===== config.mk =====
export PLATFORM = sky130hd
export DESIGN_NAME = exu_top
export DESIGN_NICKNAME = d
export VERILOG_FILES = /design/src/hw/exu_pkg.sv /design/src/hw/exu_decode.sv /design/src/hw/exu_ex1.sv /design/src/hw/exu_ex1_ex2.sv /design/src/hw/exu_result.sv /design/src/hw/exu_top.sv
export VERILOG_INCLUDE_DIRS = /design/src /design/src/include
export SDC_FILE = /design/constraint.sdc
export NUM_CORES = 2
export LEC_CHECK = 0
export ABC_AREA = 1
export BUFFER_PORTS_ARGS = -buffer_cell sky130_fd_sc_hd__buf_2
export CAP_MARGIN = 20
export CORE_MARGIN = 3
export CORE_UTILIZATION = 56
export CTS_CLUSTER_SIZE = 40
export DETAILED_ROUTE_END_ITERATION = 6
export PLACE_DENSITY = 0.8
export SYNTH_ARGS = -nofsm -noshare
export SYNTH_HDL_FRONTEND = slang
export SYNTH_SLANG_ARGS = --single-unit

===== constraint.sdc =====
create_clock -name clk -period 5.46 [get_ports clk]
set_input_delay 0.273 -clock clk [delete_from_list [all_inputs] [get_ports clk]]
set_output_delay 0.273 -clock clk [all_outputs]
set_load 0.005 [all_outputs]

===== src/include/exu_settings.svh =====
`ifndef EXU_SETTINGS_SVH
`define EXU_SETTINGS_SVH

// datapath and pc width
`define EXU_XLEN 32

// architectural register index width
`define EXU_REG_BITS 5

`endif


===== src/hw/exu_pkg.sv =====
`include "exu_settings.svh"

package exu_pkg;

    // one instruction word, read as 3R or as 2RI12
    typedef union packed {
        struct packed {
            logic [16:0]              opcode;
            logic [`EXU_REG_BITS-1:0] rk;
            logic [`EXU_REG_BITS-1:0] rj;
            logic [`EXU_REG_BITS-1:0] rd;
        } r3;
        struct packed {
            logic [9:0]               opcode;
            logic [11:0]              imm;
            logic [`EXU_REG_BITS-1:0] rj;
            logic [`EXU_REG_BITS-1:0] rd;
        } ri12;
    } exu_inst_t;

    // immediates map onto add, slt, and, or
    typedef enum logic [3:0] {
        UOP_ADD,
        UOP_SUB,
        UOP_SLT,
        UOP_AND,
        UOP_OR,
        UOP_XOR,
        UOP_MUL_LO,
        UOP_MULH_S,
        UOP_MULH_U,
        UOP_NOP
    } exu_uop_t;

    // 3R opcodes, inst[31:15]
    localparam logic [16:0] OP_ADD_W   = 17'h00020;
    localparam logic [16:0] OP_SUB_W   = 17'h00022;
    localparam logic [16:0] OP_SLT     = 17'h00024;
    localparam logic [16:0] OP_AND     = 17'h00029;
    localparam logic [16:0] OP_OR      = 17'h0002a;
    localparam logic [16:0] OP_XOR     = 17'h0002b;
    localparam logic [16:0] OP_MUL_W   = 17'h00038;
    localparam logic [16:0] OP_MULH_W  = 17'h00039;
    localparam logic [16:0] OP_MULH_WU = 17'h0003a;

    // 2RI12 opcodes, inst[31:22]
    localparam logic [9:0] OP_SLTI   = 10'h008;
    localparam logic [9:0] OP_ADDI_W = 10'h00a;
    localparam logic [9:0] OP_ANDI   = 10'h00d;
    localparam logic [9:0] OP_ORI    = 10'h00e;

    // instruction not exist
    localparam logic [6:0] EXC_INE = 7'h0d;

endpackage


===== src/hw/exu_decode.sv =====
`timescale 1ns/1ps
`include "exu_settings.svh"

module exu_decode import exu_pkg::*; (
    input  logic                     clk,
    input  logic                     reset,
    input  logic                     flush,
    input  logic                     in_valid,
    output logic                     in_ready,
    input  logic [`EXU_XLEN-1:0]     in_pc,
    input  logic [`EXU_XLEN-1:0]     in_inst,
    input  logic [`EXU_XLEN-1:0]     in_rj_data,
    input  logic [`EXU_XLEN-1:0]     in_rk_data,
    output logic                     dec_valid,
    input  logic                     dec_ready,
    output logic [`EXU_XLEN-1:0]     dec_pc,
    output exu_uop_t                 dec_uop,
    output logic [`EXU_XLEN-1:0]     dec_src1,
    output logic [`EXU_XLEN-1:0]     dec_src2,
    output logic [`EXU_REG_BITS-1:0] dec_rd,
    output logic                     dec_excp_flag
);

    exu_inst_t             inst;
    exu_uop_t              uop;
    logic [`EXU_XLEN-1:0]  imm_sext;
    logic [`EXU_XLEN-1:0]  imm_zext;
    logic [`EXU_XLEN-1:0]  src2;
    logic                  excp;

    assign inst     = in_inst;
    assign imm_sext = {{(`EXU_XLEN-12){inst.ri12.imm[11]}}, inst.ri12.imm};
    assign imm_zext = {{(`EXU_XLEN-12){1'b0}}, inst.ri12.imm};

    // 3R match first, 2RI12 only when that fails
    always_comb begin
        uop  = UOP_NOP;
        src2 = in_rk_data;
        excp = 1'b0;
        case (inst.r3.opcode)
            OP_ADD_W:   uop = UOP_ADD;
            OP_SUB_W:   uop = UOP_SUB;
            OP_SLT:     uop = UOP_SLT;
            OP_AND:     uop = UOP_AND;
            OP_OR:      uop = UOP_OR;
            OP_XOR:     uop = UOP_XOR;
            OP_MUL_W:   uop = UOP_MUL_LO;
            OP_MULH_W:  uop = UOP_MULH_S;
            OP_MULH_WU: uop = UOP_MULH_U;
            default: begin
                case (inst.ri12.opcode)
                    OP_SLTI:   begin uop = UOP_SLT; src2 = imm_sext; end
                    OP_ADDI_W: begin uop = UOP_ADD; src2 = imm_sext; end
                    // logical immediates are zero extended
                    OP_ANDI:   begin uop = UOP_AND; src2 = imm_zext; end
                    OP_ORI:    begin uop = UOP_OR;  src2 = imm_zext; end
                    default:   excp = 1'b1;
                endcase
            end
        endcase
    end

    // one-entry slot
    assign in_ready = ~dec_valid | dec_ready;

    always_ff @(posedge clk) begin
        if (reset || flush) begin
            dec_valid <= 1'b0;
        end else if (in_ready) begin
            dec_valid <= in_valid;
        end
    end

    always_ff @(posedge clk) begin
        if (in_valid && in_ready) begin
            dec_pc        <= in_pc;
            dec_uop       <= uop;
            dec_src1      <= in_rj_data;
            dec_src2      <= src2;
            dec_rd        <= inst.r3.rd;
            dec_excp_flag <= excp;
        end
    end

endmodule


===== src/hw/exu_ex1.sv =====
`timescale 1ns/1ps
`include "exu_settings.svh"

module exu_ex1 import exu_pkg::*; (
    input  exu_uop_t             uop,
    input  logic [`EXU_XLEN-1:0] src1,
    input  logic [`EXU_XLEN-1:0] src2,
    output logic [`EXU_XLEN-1:0] alu_result,
    output logic [`EXU_XLEN-1:0] mul_ll,
    output logic [`EXU_XLEN-1:0] mul_lh,
    output logic [`EXU_XLEN-1:0] mul_hl,
    output logic [`EXU_XLEN-1:0] mul_hh,
    output logic [`EXU_XLEN-1:0] mul_compensate
);

    localparam int HALF = `EXU_XLEN / 2;

    logic [HALF-1:0]      a_lo;
    logic [HALF-1:0]      a_hi;
    logic [HALF-1:0]      b_lo;
    logic [HALF-1:0]      b_hi;
    logic [`EXU_XLEN-1:0] comp_a;
    logic [`EXU_XLEN-1:0] comp_b;

    always_comb begin
        case (uop)
            UOP_ADD: alu_result = src1 + src2;
            UOP_SUB: alu_result = src1 - src2;
            UOP_SLT: begin
                alu_result = {{(`EXU_XLEN-1){1'b0}}, $signed(src1) < $signed(src2)};
            end
            UOP_AND: alu_result = src1 & src2;
            UOP_OR:  alu_result = src1 | src2;
            UOP_XOR: alu_result = src1 ^ src2;
            // multiplies and nop take their result elsewhere
            default: alu_result = '0;
        endcase
    end

    assign a_lo = src1[HALF-1:0];
    assign a_hi = src1[`EXU_XLEN-1:HALF];
    assign b_lo = src2[HALF-1:0];
    assign b_hi = src2[`EXU_XLEN-1:HALF];

    // unsigned 16x16 partial products
    assign mul_ll = `EXU_XLEN'(a_lo) * `EXU_XLEN'(b_lo);
    assign mul_lh = `EXU_XLEN'(a_lo) * `EXU_XLEN'(b_hi);
    assign mul_hl = `EXU_XLEN'(a_hi) * `EXU_XLEN'(b_lo);
    assign mul_hh = `EXU_XLEN'(a_hi) * `EXU_XLEN'(b_hi);

    /*
     * signed high word = unsigned high word minus the operands whose
     * partner is negative, all modulo 2^32
     */
    assign comp_a = src1[`EXU_XLEN-1] ? src2 : '0;
    assign comp_b = src2[`EXU_XLEN-1] ? src1 : '0;

    assign mul_compensate = (uop == UOP_MULH_S) ? comp_a + comp_b : '0;

endmodule


===== src/hw/exu_ex1_ex2.sv =====
`timescale 1ns/1ps
`include "exu_settings.svh"

module exu_ex1_ex2 import exu_pkg::*; (
    input  logic                     clk,
    input  logic                     reset,
    input  logic                     flush,
    input  logic                     dec_valid,
    output logic                     dec_ready,
    input  logic [`EXU_XLEN-1:0]     dec_pc,
    input  exu_uop_t                 dec_uop,
    input  logic [`EXU_REG_BITS-1:0] dec_rd,
    input  logic                     dec_excp_flag,
    input  logic [`EXU_XLEN-1:0]     alu_result,
    input  logic [`EXU_XLEN-1:0]     mul_ll,
    input  logic [`EXU_XLEN-1:0]     mul_lh,
    input  logic [`EXU_XLEN-1:0]     mul_hl,
    input  logic [`EXU_XLEN-1:0]     mul_hh,
    input  logic [`EXU_XLEN-1:0]     mul_compensate,
    output logic                     ex2_valid,
    input  logic                     ex2_ready,
    output logic [`EXU_XLEN-1:0]     ex2_pc,
    output exu_uop_t                 ex2_uop,
    output logic [`EXU_REG_BITS-1:0] ex2_rd,
    output logic                     ex2_excp_flag,
    output logic [`EXU_XLEN-1:0]     ex2_alu_result,
    output logic [`EXU_XLEN-1:0]     ex2_mul_ll,
    output logic [`EXU_XLEN-1:0]     ex2_mul_lh,
    output logic [`EXU_XLEN-1:0]     ex2_mul_hl,
    output logic [`EXU_XLEN-1:0]     ex2_mul_hh,
    output logic [`EXU_XLEN-1:0]     ex2_mul_compensate
);

    logic load;

    // accept when empty or when the result stage drains us
    assign dec_ready = ~ex2_valid | ex2_ready;
    assign load      = dec_valid & dec_ready;

    // bubble when drained with nothing new behind
    always_ff @(posedge clk) begin
        if (reset || flush) begin
            ex2_valid <= 1'b0;
        end else if (dec_ready) begin
            ex2_valid <= dec_valid;
        end
    end

    // payload holds while stalled
    always_ff @(posedge clk) begin
        if (load) begin
            ex2_pc             <= dec_pc;
            ex2_uop            <= dec_uop;
            ex2_rd             <= dec_rd;
            ex2_excp_flag      <= dec_excp_flag;
            ex2_alu_result     <= alu_result;
            ex2_mul_ll         <= mul_ll;
            ex2_mul_lh         <= mul_lh;
            ex2_mul_hl         <= mul_hl;
            ex2_mul_hh         <= mul_hh;
            ex2_mul_compensate <= mul_compensate;
        end
    end

endmodule


===== src/hw/exu_result.sv =====
`timescale 1ns/1ps
`include "exu_settings.svh"

module exu_result import exu_pkg::*; (
    input  logic                     clk,
    input  logic                     reset,
    input  logic                     flush,
    input  logic                     ex2_valid,
    output logic                     ex2_ready,
    input  logic [`EXU_XLEN-1:0]     ex2_pc,
    input  exu_uop_t                 ex2_uop,
    input  logic [`EXU_REG_BITS-1:0] ex2_rd,
    input  logic                     ex2_excp_flag,
    input  logic [`EXU_XLEN-1:0]     ex2_alu_result,
    input  logic [`EXU_XLEN-1:0]     ex2_mul_ll,
    input  logic [`EXU_XLEN-1:0]     ex2_mul_lh,
    input  logic [`EXU_XLEN-1:0]     ex2_mul_hl,
    input  logic [`EXU_XLEN-1:0]     ex2_mul_hh,
    input  logic [`EXU_XLEN-1:0]     ex2_mul_compensate,
    output logic                     out_valid,
    input  logic                     out_ready,
    output logic [`EXU_XLEN-1:0]     out_pc,
    output logic [`EXU_REG_BITS-1:0] out_rd,
    output logic [`EXU_XLEN-1:0]     out_data,
    output logic                     out_excp_flag,
    output logic [6:0]               out_exception
);

    localparam int HALF = `EXU_XLEN / 2;
    localparam int PW   = 2 * `EXU_XLEN;

    logic [PW-1:0]        product;
    logic [`EXU_XLEN-1:0] prod_hi;
    logic [`EXU_XLEN-1:0] result;

    // hh at 2^32, cross terms at 2^16
    assign product = (PW'(ex2_mul_hh) << `EXU_XLEN)
                   + (PW'(ex2_mul_lh) << HALF)
                   + (PW'(ex2_mul_hl) << HALF)
                   + PW'(ex2_mul_ll);
    assign prod_hi = product[PW-1:`EXU_XLEN];

    always_comb begin
        case (ex2_uop)
            UOP_MUL_LO: result = product[`EXU_XLEN-1:0];
            UOP_MULH_U: result = prod_hi;
            UOP_MULH_S: result = prod_hi - ex2_mul_compensate;
            default:    result = ex2_alu_result;
        endcase
    end

    assign ex2_ready = ~out_valid | out_ready;

    always_ff @(posedge clk) begin
        if (reset || flush) begin
            out_valid <= 1'b0;
        end else if (ex2_ready) begin
            out_valid <= ex2_valid;
        end
    end

    always_ff @(posedge clk) begin
        if (ex2_valid && ex2_ready) begin
            out_pc        <= ex2_pc;
            out_rd        <= ex2_rd;
            out_excp_flag <= ex2_excp_flag;
            out_data      <= ex2_excp_flag ? '0 : result;
            out_exception <= ex2_excp_flag ? EXC_INE : 7'h00;
        end
    end

endmodule


===== src/hw/exu_top.sv =====
`timescale 1ns/1ps
`include "exu_settings.svh"

module exu_top import exu_pkg::*; (
    input  logic                     clk,
    input  logic                     reset,
    input  logic                     flush,
    input  logic                     in_valid,
    output logic                     in_ready,
    input  logic [`EXU_XLEN-1:0]     in_pc,
    input  logic [`EXU_XLEN-1:0]     in_inst,
    input  logic [`EXU_XLEN-1:0]     in_rj_data,
    input  logic [`EXU_XLEN-1:0]     in_rk_data,
    output logic                     out_valid,
    input  logic                     out_ready,
    output logic [`EXU_XLEN-1:0]     out_pc,
    output logic [`EXU_REG_BITS-1:0] out_rd,
    output logic [`EXU_XLEN-1:0]     out_data,
    output logic                     out_excp_flag,
    output logic [6:0]               out_exception
);

    // decode slot
    logic                     dec_valid;
    logic                     dec_ready;
    logic [`EXU_XLEN-1:0]     dec_pc;
    exu_uop_t                 dec_uop;
    logic [`EXU_XLEN-1:0]     dec_src1;
    logic [`EXU_XLEN-1:0]     dec_src2;
    logic [`EXU_REG_BITS-1:0] dec_rd;
    logic                     dec_excp_flag;

    // stage 1 combinational results
    logic [`EXU_XLEN-1:0]     alu_result;
    logic [`EXU_XLEN-1:0]     mul_ll;
    logic [`EXU_XLEN-1:0]     mul_lh;
    logic [`EXU_XLEN-1:0]     mul_hl;
    logic [`EXU_XLEN-1:0]     mul_hh;
    logic [`EXU_XLEN-1:0]     mul_compensate;

    // ex1/ex2 slot
    logic                     ex2_valid;
    logic                     ex2_ready;
    logic [`EXU_XLEN-1:0]     ex2_pc;
    exu_uop_t                 ex2_uop;
    logic [`EXU_REG_BITS-1:0] ex2_rd;
    logic                     ex2_excp_flag;
    logic [`EXU_XLEN-1:0]     ex2_alu_result;
    logic [`EXU_XLEN-1:0]     ex2_mul_ll;
    logic [`EXU_XLEN-1:0]     ex2_mul_lh;
    logic [`EXU_XLEN-1:0]     ex2_mul_hl;
    logic [`EXU_XLEN-1:0]     ex2_mul_hh;
    logic [`EXU_XLEN-1:0]     ex2_mul_compensate;

    exu_decode u_decode (
        .clk           (clk),
        .reset         (reset),
        .flush         (flush),
        .in_valid      (in_valid),
        .in_ready      (in_ready),
        .in_pc         (in_pc),
        .in_inst       (in_inst),
        .in_rj_data    (in_rj_data),
        .in_rk_data    (in_rk_data),
        .dec_valid     (dec_valid),
        .dec_ready     (dec_ready),
        .dec_pc        (dec_pc),
        .dec_uop       (dec_uop),
        .dec_src1      (dec_src1),
        .dec_src2      (dec_src2),
        .dec_rd        (dec_rd),
        .dec_excp_flag (dec_excp_flag)
    );

    exu_ex1 u_ex1 (
        .uop            (dec_uop),
        .src1           (dec_src1),
        .src2           (dec_src2),
        .alu_result     (alu_result),
        .mul_ll         (mul_ll),
        .mul_lh         (mul_lh),
        .mul_hl         (mul_hl),
        .mul_hh         (mul_hh),
        .mul_compensate (mul_compensate)
    );

    exu_ex1_ex2 u_ex1_ex2 (
        .clk                (clk),
        .reset              (reset),
        .flush              (flush),
        .dec_valid          (dec_valid),
        .dec_ready          (dec_ready),
        .dec_pc             (dec_pc),
        .dec_uop            (dec_uop),
        .dec_rd             (dec_rd),
        .dec_excp_flag      (dec_excp_flag),
        .alu_result         (alu_result),
        .mul_ll             (mul_ll),
        .mul_lh             (mul_lh),
        .mul_hl             (mul_hl),
        .mul_hh             (mul_hh),
        .mul_compensate     (mul_compensate),
        .ex2_valid          (ex2_valid),
        .ex2_ready          (ex2_ready),
        .ex2_pc             (ex2_pc),
        .ex2_uop            (ex2_uop),
        .ex2_rd             (ex2_rd),
        .ex2_excp_flag      (ex2_excp_flag),
        .ex2_alu_result     (ex2_alu_result),
        .ex2_mul_ll         (ex2_mul_ll),
        .ex2_mul_lh         (ex2_mul_lh),
        .ex2_mul_hl         (ex2_mul_hl),
        .ex2_mul_hh         (ex2_mul_hh),
        .ex2_mul_compensate (ex2_mul_compensate)
    );

    exu_result u_result (
        .clk                (clk),
        .reset              (reset),
        .flush              (flush),
        .ex2_valid          (ex2_valid),
        .ex2_ready          (ex2_ready),
        .ex2_pc             (ex2_pc),
        .ex2_uop            (ex2_uop),
        .ex2_rd             (ex2_rd),
        .ex2_excp_flag      (ex2_excp_flag),
        .ex2_alu_result     (ex2_alu_result),
        .ex2_mul_ll         (ex2_mul_ll),
        .ex2_mul_lh         (ex2_mul_lh),
        .ex2_mul_hl         (ex2_mul_hl),
        .ex2_mul_hh         (ex2_mul_hh),
        .ex2_mul_compensate (ex2_mul_compensate),
        .out_valid          (out_valid),
        .out_ready          (out_ready),
        .out_pc             (out_pc),
        .out_rd             (out_rd),
        .out_data           (out_data),
        .out_excp_flag      (out_excp_flag),
        .out_exception      (out_exception)
    );

endmodule


== Word level (Yosys, flattened, before mapping) ==
Index checks and enable logic that the tools add are counted.
Word-level totals
  register bits: 420
  bits of input ports: 133
  output and inout bits: 79
  logic and storage cells: 86
Cells by class
  add/subtract/negate cells: 7
  multiply operators: 4
  $lt $le $gt $ge: 1
  equal/unequal tests: 22
  mux-type cells: 10
  bitwise operators: 10
  reductions and logical operators: 8
Operators with widths (count)
  32-bit case mux with 6 select lines: 1
  17-bit by 6-bit equality test with 1-bit output (second input constant): 9
  64-bit by 48-bit adder with 64-bit output: 2
  16-bit by 16-bit multiplier with 32-bit output: 4
  32-bit two-way mux: 3
  32-bit case mux with 3 select lines: 1
  32-bit adder: 2
  64-bit by 32-bit adder with 64-bit output: 1
  32-bit case mux with 2 select lines: 1
  32-bit subtractor: 2
  10-bit by 4-bit equality test with 1-bit output (second input constant): 4
  4-bit case mux with 9 select lines: 1
  32-bit AND: 1
  32-bit less-than comparator: 1
  32-bit bitwise OR: 1
  32-bit XOR: 1
  4-bit by 3-bit equality test with 1-bit output (second input constant): 5
  4-bit case mux with 4 select lines: 1
  9-bit OR reduction: 1
  4-bit by 2-bit equality test with 1-bit output (second input constant): 2
  4-bit by 1-bit equality test with 1-bit output (second input constant): 1
  4-bit equality test (second input constant): 1
  4-bit logical NOT: 1
  4-bit two-way mux: 1
  8 further kinds: 14

== Longest topological paths before layout ==
  word-level depth: 5
  mapped depth: 29
  mapped depth without buffers: 29

== Hierarchy ==
From an unflattened synthesis, not the netlist that was laid out.
Unflattened totals
  cell total of the unflattened synthesis: 8302
  area, all modules: 63846.2 um^2
Modules (own cells, without submodules)
  exu_ex1: times used 1, cells an instance 6452, area an instance 43639.4 um^2, seq. area each 0.0 um^2
  exu_result: times used 1, cells an instance 1293, area an instance 8908.5 um^2, seq. area each 2122.0 um^2
  exu_ex1_ex2: times used 1, cells an instance 243, area an instance 7085.5 um^2, seq. area each 7046.8 um^2
  exu_decode: times used 1, cells an instance 314, area an instance 4212.8 um^2, seq. area each 3203.1 um^2

== Worst setup path before layout ==
No wires, ideal clock.
  path type: register -> register
  start: register u_decode.dec_src1[13]
  end: register u_ex1_ex2.ex2_mul_lh[27], data pin
  setup time: 0.262 ns
  arrival: 5.415 ns
  required time: 5.198 ns
  path slack: -0.217 ns
  cell stages (with the launch flop): 24
  path buffers: 1
  period minus slack after synthesis: 5.677 ns
  path through: edfxtp_1 > clkbuf_1 > nand2_1 > fa_1 > inv_1 > fa_1 > inv_1 > fa_1 > inv_1 > fa_1 > fa_1 > inv_1 > fa_1 > inv_1 > ha_1 > a21oi_1 > o21a_1 > o21ai_1 > a21oi_1 > nor2_1 > nor2_1 > o21bai_1 > a21oi_1 > xor2_1
On the way
  word-level cells in the longest chain between the ends: 1
Ends and longest elaborated chain
  start, declared: line exu_decode.sv:18  | output logic [`EXU_XLEN-1:0] dec_src1,
  start signal, assigned: line exu_decode.sv:78  | dec_src1 <= in_rj_data;
  16-bit by 16-bit multiplier with 32-bit output (no line)
  named net mul_lh[27]: line exu_top.sv:36  | logic [`EXU_XLEN-1:0] mul_lh;
  end signal, assigned: line exu_ex1_ex2.sv:58  | ex2_mul_lh <= mul_lh;
  end, declared: line exu_ex1_ex2.sv:28  | output logic [`EXU_XLEN-1:0] ex2_mul_lh,
The timed path passes the listed nets, and every way through them passes these cells.
A chain may end at the register's enable or synchronous reset.

== Worst setup path after layout ==
  start: register u_decode.dec_src2[20]
  end: register u_ex1_ex2.ex2_mul_hh[30], data pin
On the way
  word-level cells in the longest chain between the ends: 1
Ends and longest elaborated chain
  start, declared: line exu_decode.sv:19  | output logic [`EXU_XLEN-1:0] dec_src2,
  start signal, assigned: line exu_decode.sv:79  | dec_src2 <= src2;
  16-bit by 16-bit multiplier with 32-bit output (no line)
  named net mul_hh[30]: line exu_top.sv:38  | logic [`EXU_XLEN-1:0] mul_hh;
  end signal, assigned: line exu_ex1_ex2.sv:60  | ex2_mul_hh <= mul_hh;
  end, declared: line exu_ex1_ex2.sv:30  | output logic [`EXU_XLEN-1:0] ex2_mul_hh,
The timed path passes the listed nets, and every way through them passes these cells.

==> impl_metrics.env <==
export IMPL_status="finished with violations"
export IMPL_violations="setup timing"
export IMPL_max_slew_margin_pct=21.3
export IMPL_cp_arrival_ps=6170
export IMPL_core_um2=109000
export IMPL_synth_edff_count=410
export IMPL_hpwlAfterDp_mm=185
export IMPL_setup_violations=62
export IMPL_top_layer_used="met5"
export IMPL_clk_pin_slew_ps=60
export IMPL_post_route_util_pct=69.5
export IMPL_drive_above_1_share_pct=18.8
export IMPL_finalHoldViolations=0
export IMPL_die_x_um=338
export IMPL_grt_max_degree=106
export IMPL_yosys_warnings=0
export IMPL_synth_area_um2=61700
export IMPL_synth_common_cells="inv_1 (1962), nand2_1 (1776), fa_1 (813)"
export IMPL_drc=0
export IMPL_avgSynthCellArea_um2=8.04
export IMPL_clockBufferDepth=3
export IMPL_critical_path_top_delay_family="adder cells"
export IMPL_setup_slack_ps=-302
export IMPL_post_drt_wl_per_cell_um=22.8
export IMPL_syn_inst=7671
export IMPL_r2r_cells=21
export IMPL_slew_viol_final=0
export IMPL_initial_core_util_pct=56.6
export IMPL_wl_met2_mm=103
export IMPL_hold_path_cell_count=3
export IMPL_finalCritPeriodShare_pct=106
export IMPL_cp_cell_sequence="buf_12, buf_12, nand2_1, fa_1, inv_1, fa_1, inv_1, fa_1, inv_1, fa_1, fa_1, fa_2, ha_4, nand2_1, nand2_2, a31oi_4, buf_4, o21ai_0, a221oi_1, nand2_1, xor2_1"
export IMPL_dieArea_um2=114000
export IMPL_cts_tree="done"
export IMPL_detail_route_antenna_nets=0
export IMPL_grt_use_total_pct=39.8
export IMPL_fin_skew_ps=31.4
export IMPL_yosysMostFrequentCell="inv_1"
export IMPL_drt_met1_wl_mm=84.8
export IMPL_routed_wl_mm=229
export IMPL_postSynth_asyncResetShare_pct=0
export IMPL_grt_pass1_wl_mm=339
export IMPL_rows=121
export IMPL_synthFlopType="edfxtp_1"
export IMPL_synth_area_leaders="fa_1 (26%), edfxtp_1 (20%), ha_1 (12%), inv_1 (12%), nand2_1 (11%)"
export IMPL_clk_latency_ps=670
export IMPL_cts_inserted_buffers=50
export IMPL_drv_cap=0
export IMPL_initialDrtViolationCount=6277
export IMPL_vias_per_cell=5.63
export IMPL_io_buffer_count=202
export IMPL_syn2layout_area_growth_pct=22.8
export IMPL_cp_num_cells=21
export IMPL_grt_ovfl_total=0
export IMPL_fin_tns_setup_ps=-7370
export IMPL_gp_congestion=1.03
export IMPL_crit_path_start_kind="flip-flop"
export IMPL_worstPathRequired_ps=5870
export IMPL_vias=56500
export IMPL_synth_seq_area_share_pct=20.1
export IMPL_cts_sinks=413
export IMPL_antenna_found_initial=11
export IMPL_cpPeakStageDelay_ps=610
export IMPL_netlist_top_cell_by_area="fa_1"
export IMPL_hold_ws_ps=78.6
export IMPL_wl_met3_mm=24.8
export IMPL_final_period_minus_worst_setup_slack_ps=5760
export IMPL_htree_levels=2
export IMPL_cts_root_buf="clkbuf_16"
export IMPL_synth_distinct_cells=71
export IMPL_fmax_mhz=174
export IMPL_cp_common_cell="fa_1"
export IMPL_yosysTopAreaCellShare_pct=26.4
export IMPL_critPathBufInv=6
export IMPL_dp_slack_ps=-377
export IMPL_crit_path_top_delay_cell="fa_2"
export IMPL_ioPinCount=212
export IMPL_critPathCaptureType="flip-flop"
export IMPL_hold_class="input pin to flip-flop"
export IMPL_drt_pass1_iter_count=6
export IMPL_finalNetCount=10100
export IMPL_die_h_um=338
export IMPL_criticalPathCategory="flip-flop to flip-flop"
export IMPL_worstPathMaxFanout=10
export IMPL_worst_slew_pin_slew_ps=1180
export IMPL_ys_ff_latch=413
export IMPL_rsz0062_at_grt="yes"
export IMPL_grt_pass1_vias=58200
cells by family (layout without fill, tap and decap cells):
| family | after synthesis | after routing | share of synthesized area (%) |
|---|---|---|---|
| other | 1 | 14 | 0.00608 |
| XOR/XNOR | 153 | 153 | 2.23 |
| flip-flops | 413 | 413 | 20.1 |
| adder cells (fa/ha/maj) | 1418 | 1418 | 38.7 |
| AO/OA/AOI/OAI | 902 | 902 | 8.45 |
| buffers and inverters | 2231 | 3160 | 13.7 |
| AND/OR/NAND/NOR | 2553 | 2553 | 16.9 |
final timing paths:
check | start | endpoint | slack [ps]
setup / recovery | u_decode.dec_src2[20] | u_ex1_ex2.ex2_mul_hh[30] | -300
hold / removal | in_inst[20] | u_decode.dec_src2[10] | 80
setup reg to reg | u_decode.dec_src2[20] | u_ex1_ex2.ex2_mul_hh[30] | -300
hold reg to reg | u_ex1_ex2.ex2_pc[23] | u_result.out_pc[23] | 410
tightest hold or removal path: cells and delay by family:
family,cells,cell delay (ps)
compound gates,1,200
buf+inv,2,130
repair_timing:
action                                 CTS  global route
endpoints found under the hold margin  100             0
setup buffers                           52            45
setup endpoints to repair               72            85
pin swaps                              101           118
cloned                                   1             2
gates resized for setup                391           256
hold buffers                           106             0
registers in the layout, summed over array words and instances, names as in the netlist:
register,cells
u_decode.dec_excp_flag,1
u_decode.dec_pc,32
u_decode.dec_rd,5
u_decode.dec_src1,32
u_decode.dec_src2,32
u_decode.dec_uop,4
u_decode.dec_valid,1
u_ex1_ex2.ex2_alu_result,32
u_ex1_ex2.ex2_excp_flag,1
u_ex1_ex2.ex2_mul_compensate,32
u_ex1_ex2.ex2_mul_hh,32
u_ex1_ex2.ex2_mul_hl,32
u_ex1_ex2.ex2_mul_lh,32
u_ex1_ex2.ex2_mul_ll,32
u_ex1_ex2.ex2_pc,32
u_ex1_ex2.ex2_rd,5
u_ex1_ex2.ex2_uop,4
u_ex1_ex2.ex2_valid,1
u_result.out_data,32
u_result.out_exception,1
u_result.out_pc,32
u_result.out_rd,5
u_result.out_valid,1
cell type report:
class | instances | area [µm²]
flip-flops and latches | 413 | 12400
multi-input cells | 5030 | 43200
clock buffers | 58 | 1310
fillers | 8290 | 33300
inverters | 1977 | 7430
repair buffers | 1090 | 9150
diodes | 10 | 25.0
well taps | 1414 | 1770
clock inverters | 35 | 424
metrics by stage:
stage / cell area, µm² / instances
global route: 75700 / 10000
floorplan: 61800 / 7674
finish: 75700 / 10000
CTS: 74400 / 9975
detailed placement: 69400 / 9730
global placement: 69400 / 9730
routing by layer:
layer  up-vias  GRT usage (%)
li1      25200              -
met1     27200           49.9
met2      3284           63.7
met3       790           9.46
met4         2           21.7
met5         -              0
cell usage in the layout, fill, tap and decap left out, drive strengths merged, types with 4 or more instances in the layout:
cell	instances
a211oi	4
a21boi	13
a21o	35
a21oi	412
a221oi	12
a31oi	21
and2	14
and3	4
buf	981
bufinv	6
clkbuf	61
clkinv	24
clkinvlp	4
conb	4
diode	10
dlygate4sd3	106
edfxtp	410
fa	813
ha	605
inv	1978
nand2	1795
nand3	244
nand3b	9
nand4	46
nor2	346
nor3	55
nor4	19
o2111ai	4
o211ai	13
o21a	26
o21ai	265
o21bai	38
o221ai	13
o22ai	30
o31ai	5
or2	18
xnor2	45
xor2	108
Power is not shown: default switching activity piles up to over one toggle a cycle in this logic, so the estimate is an artifact.
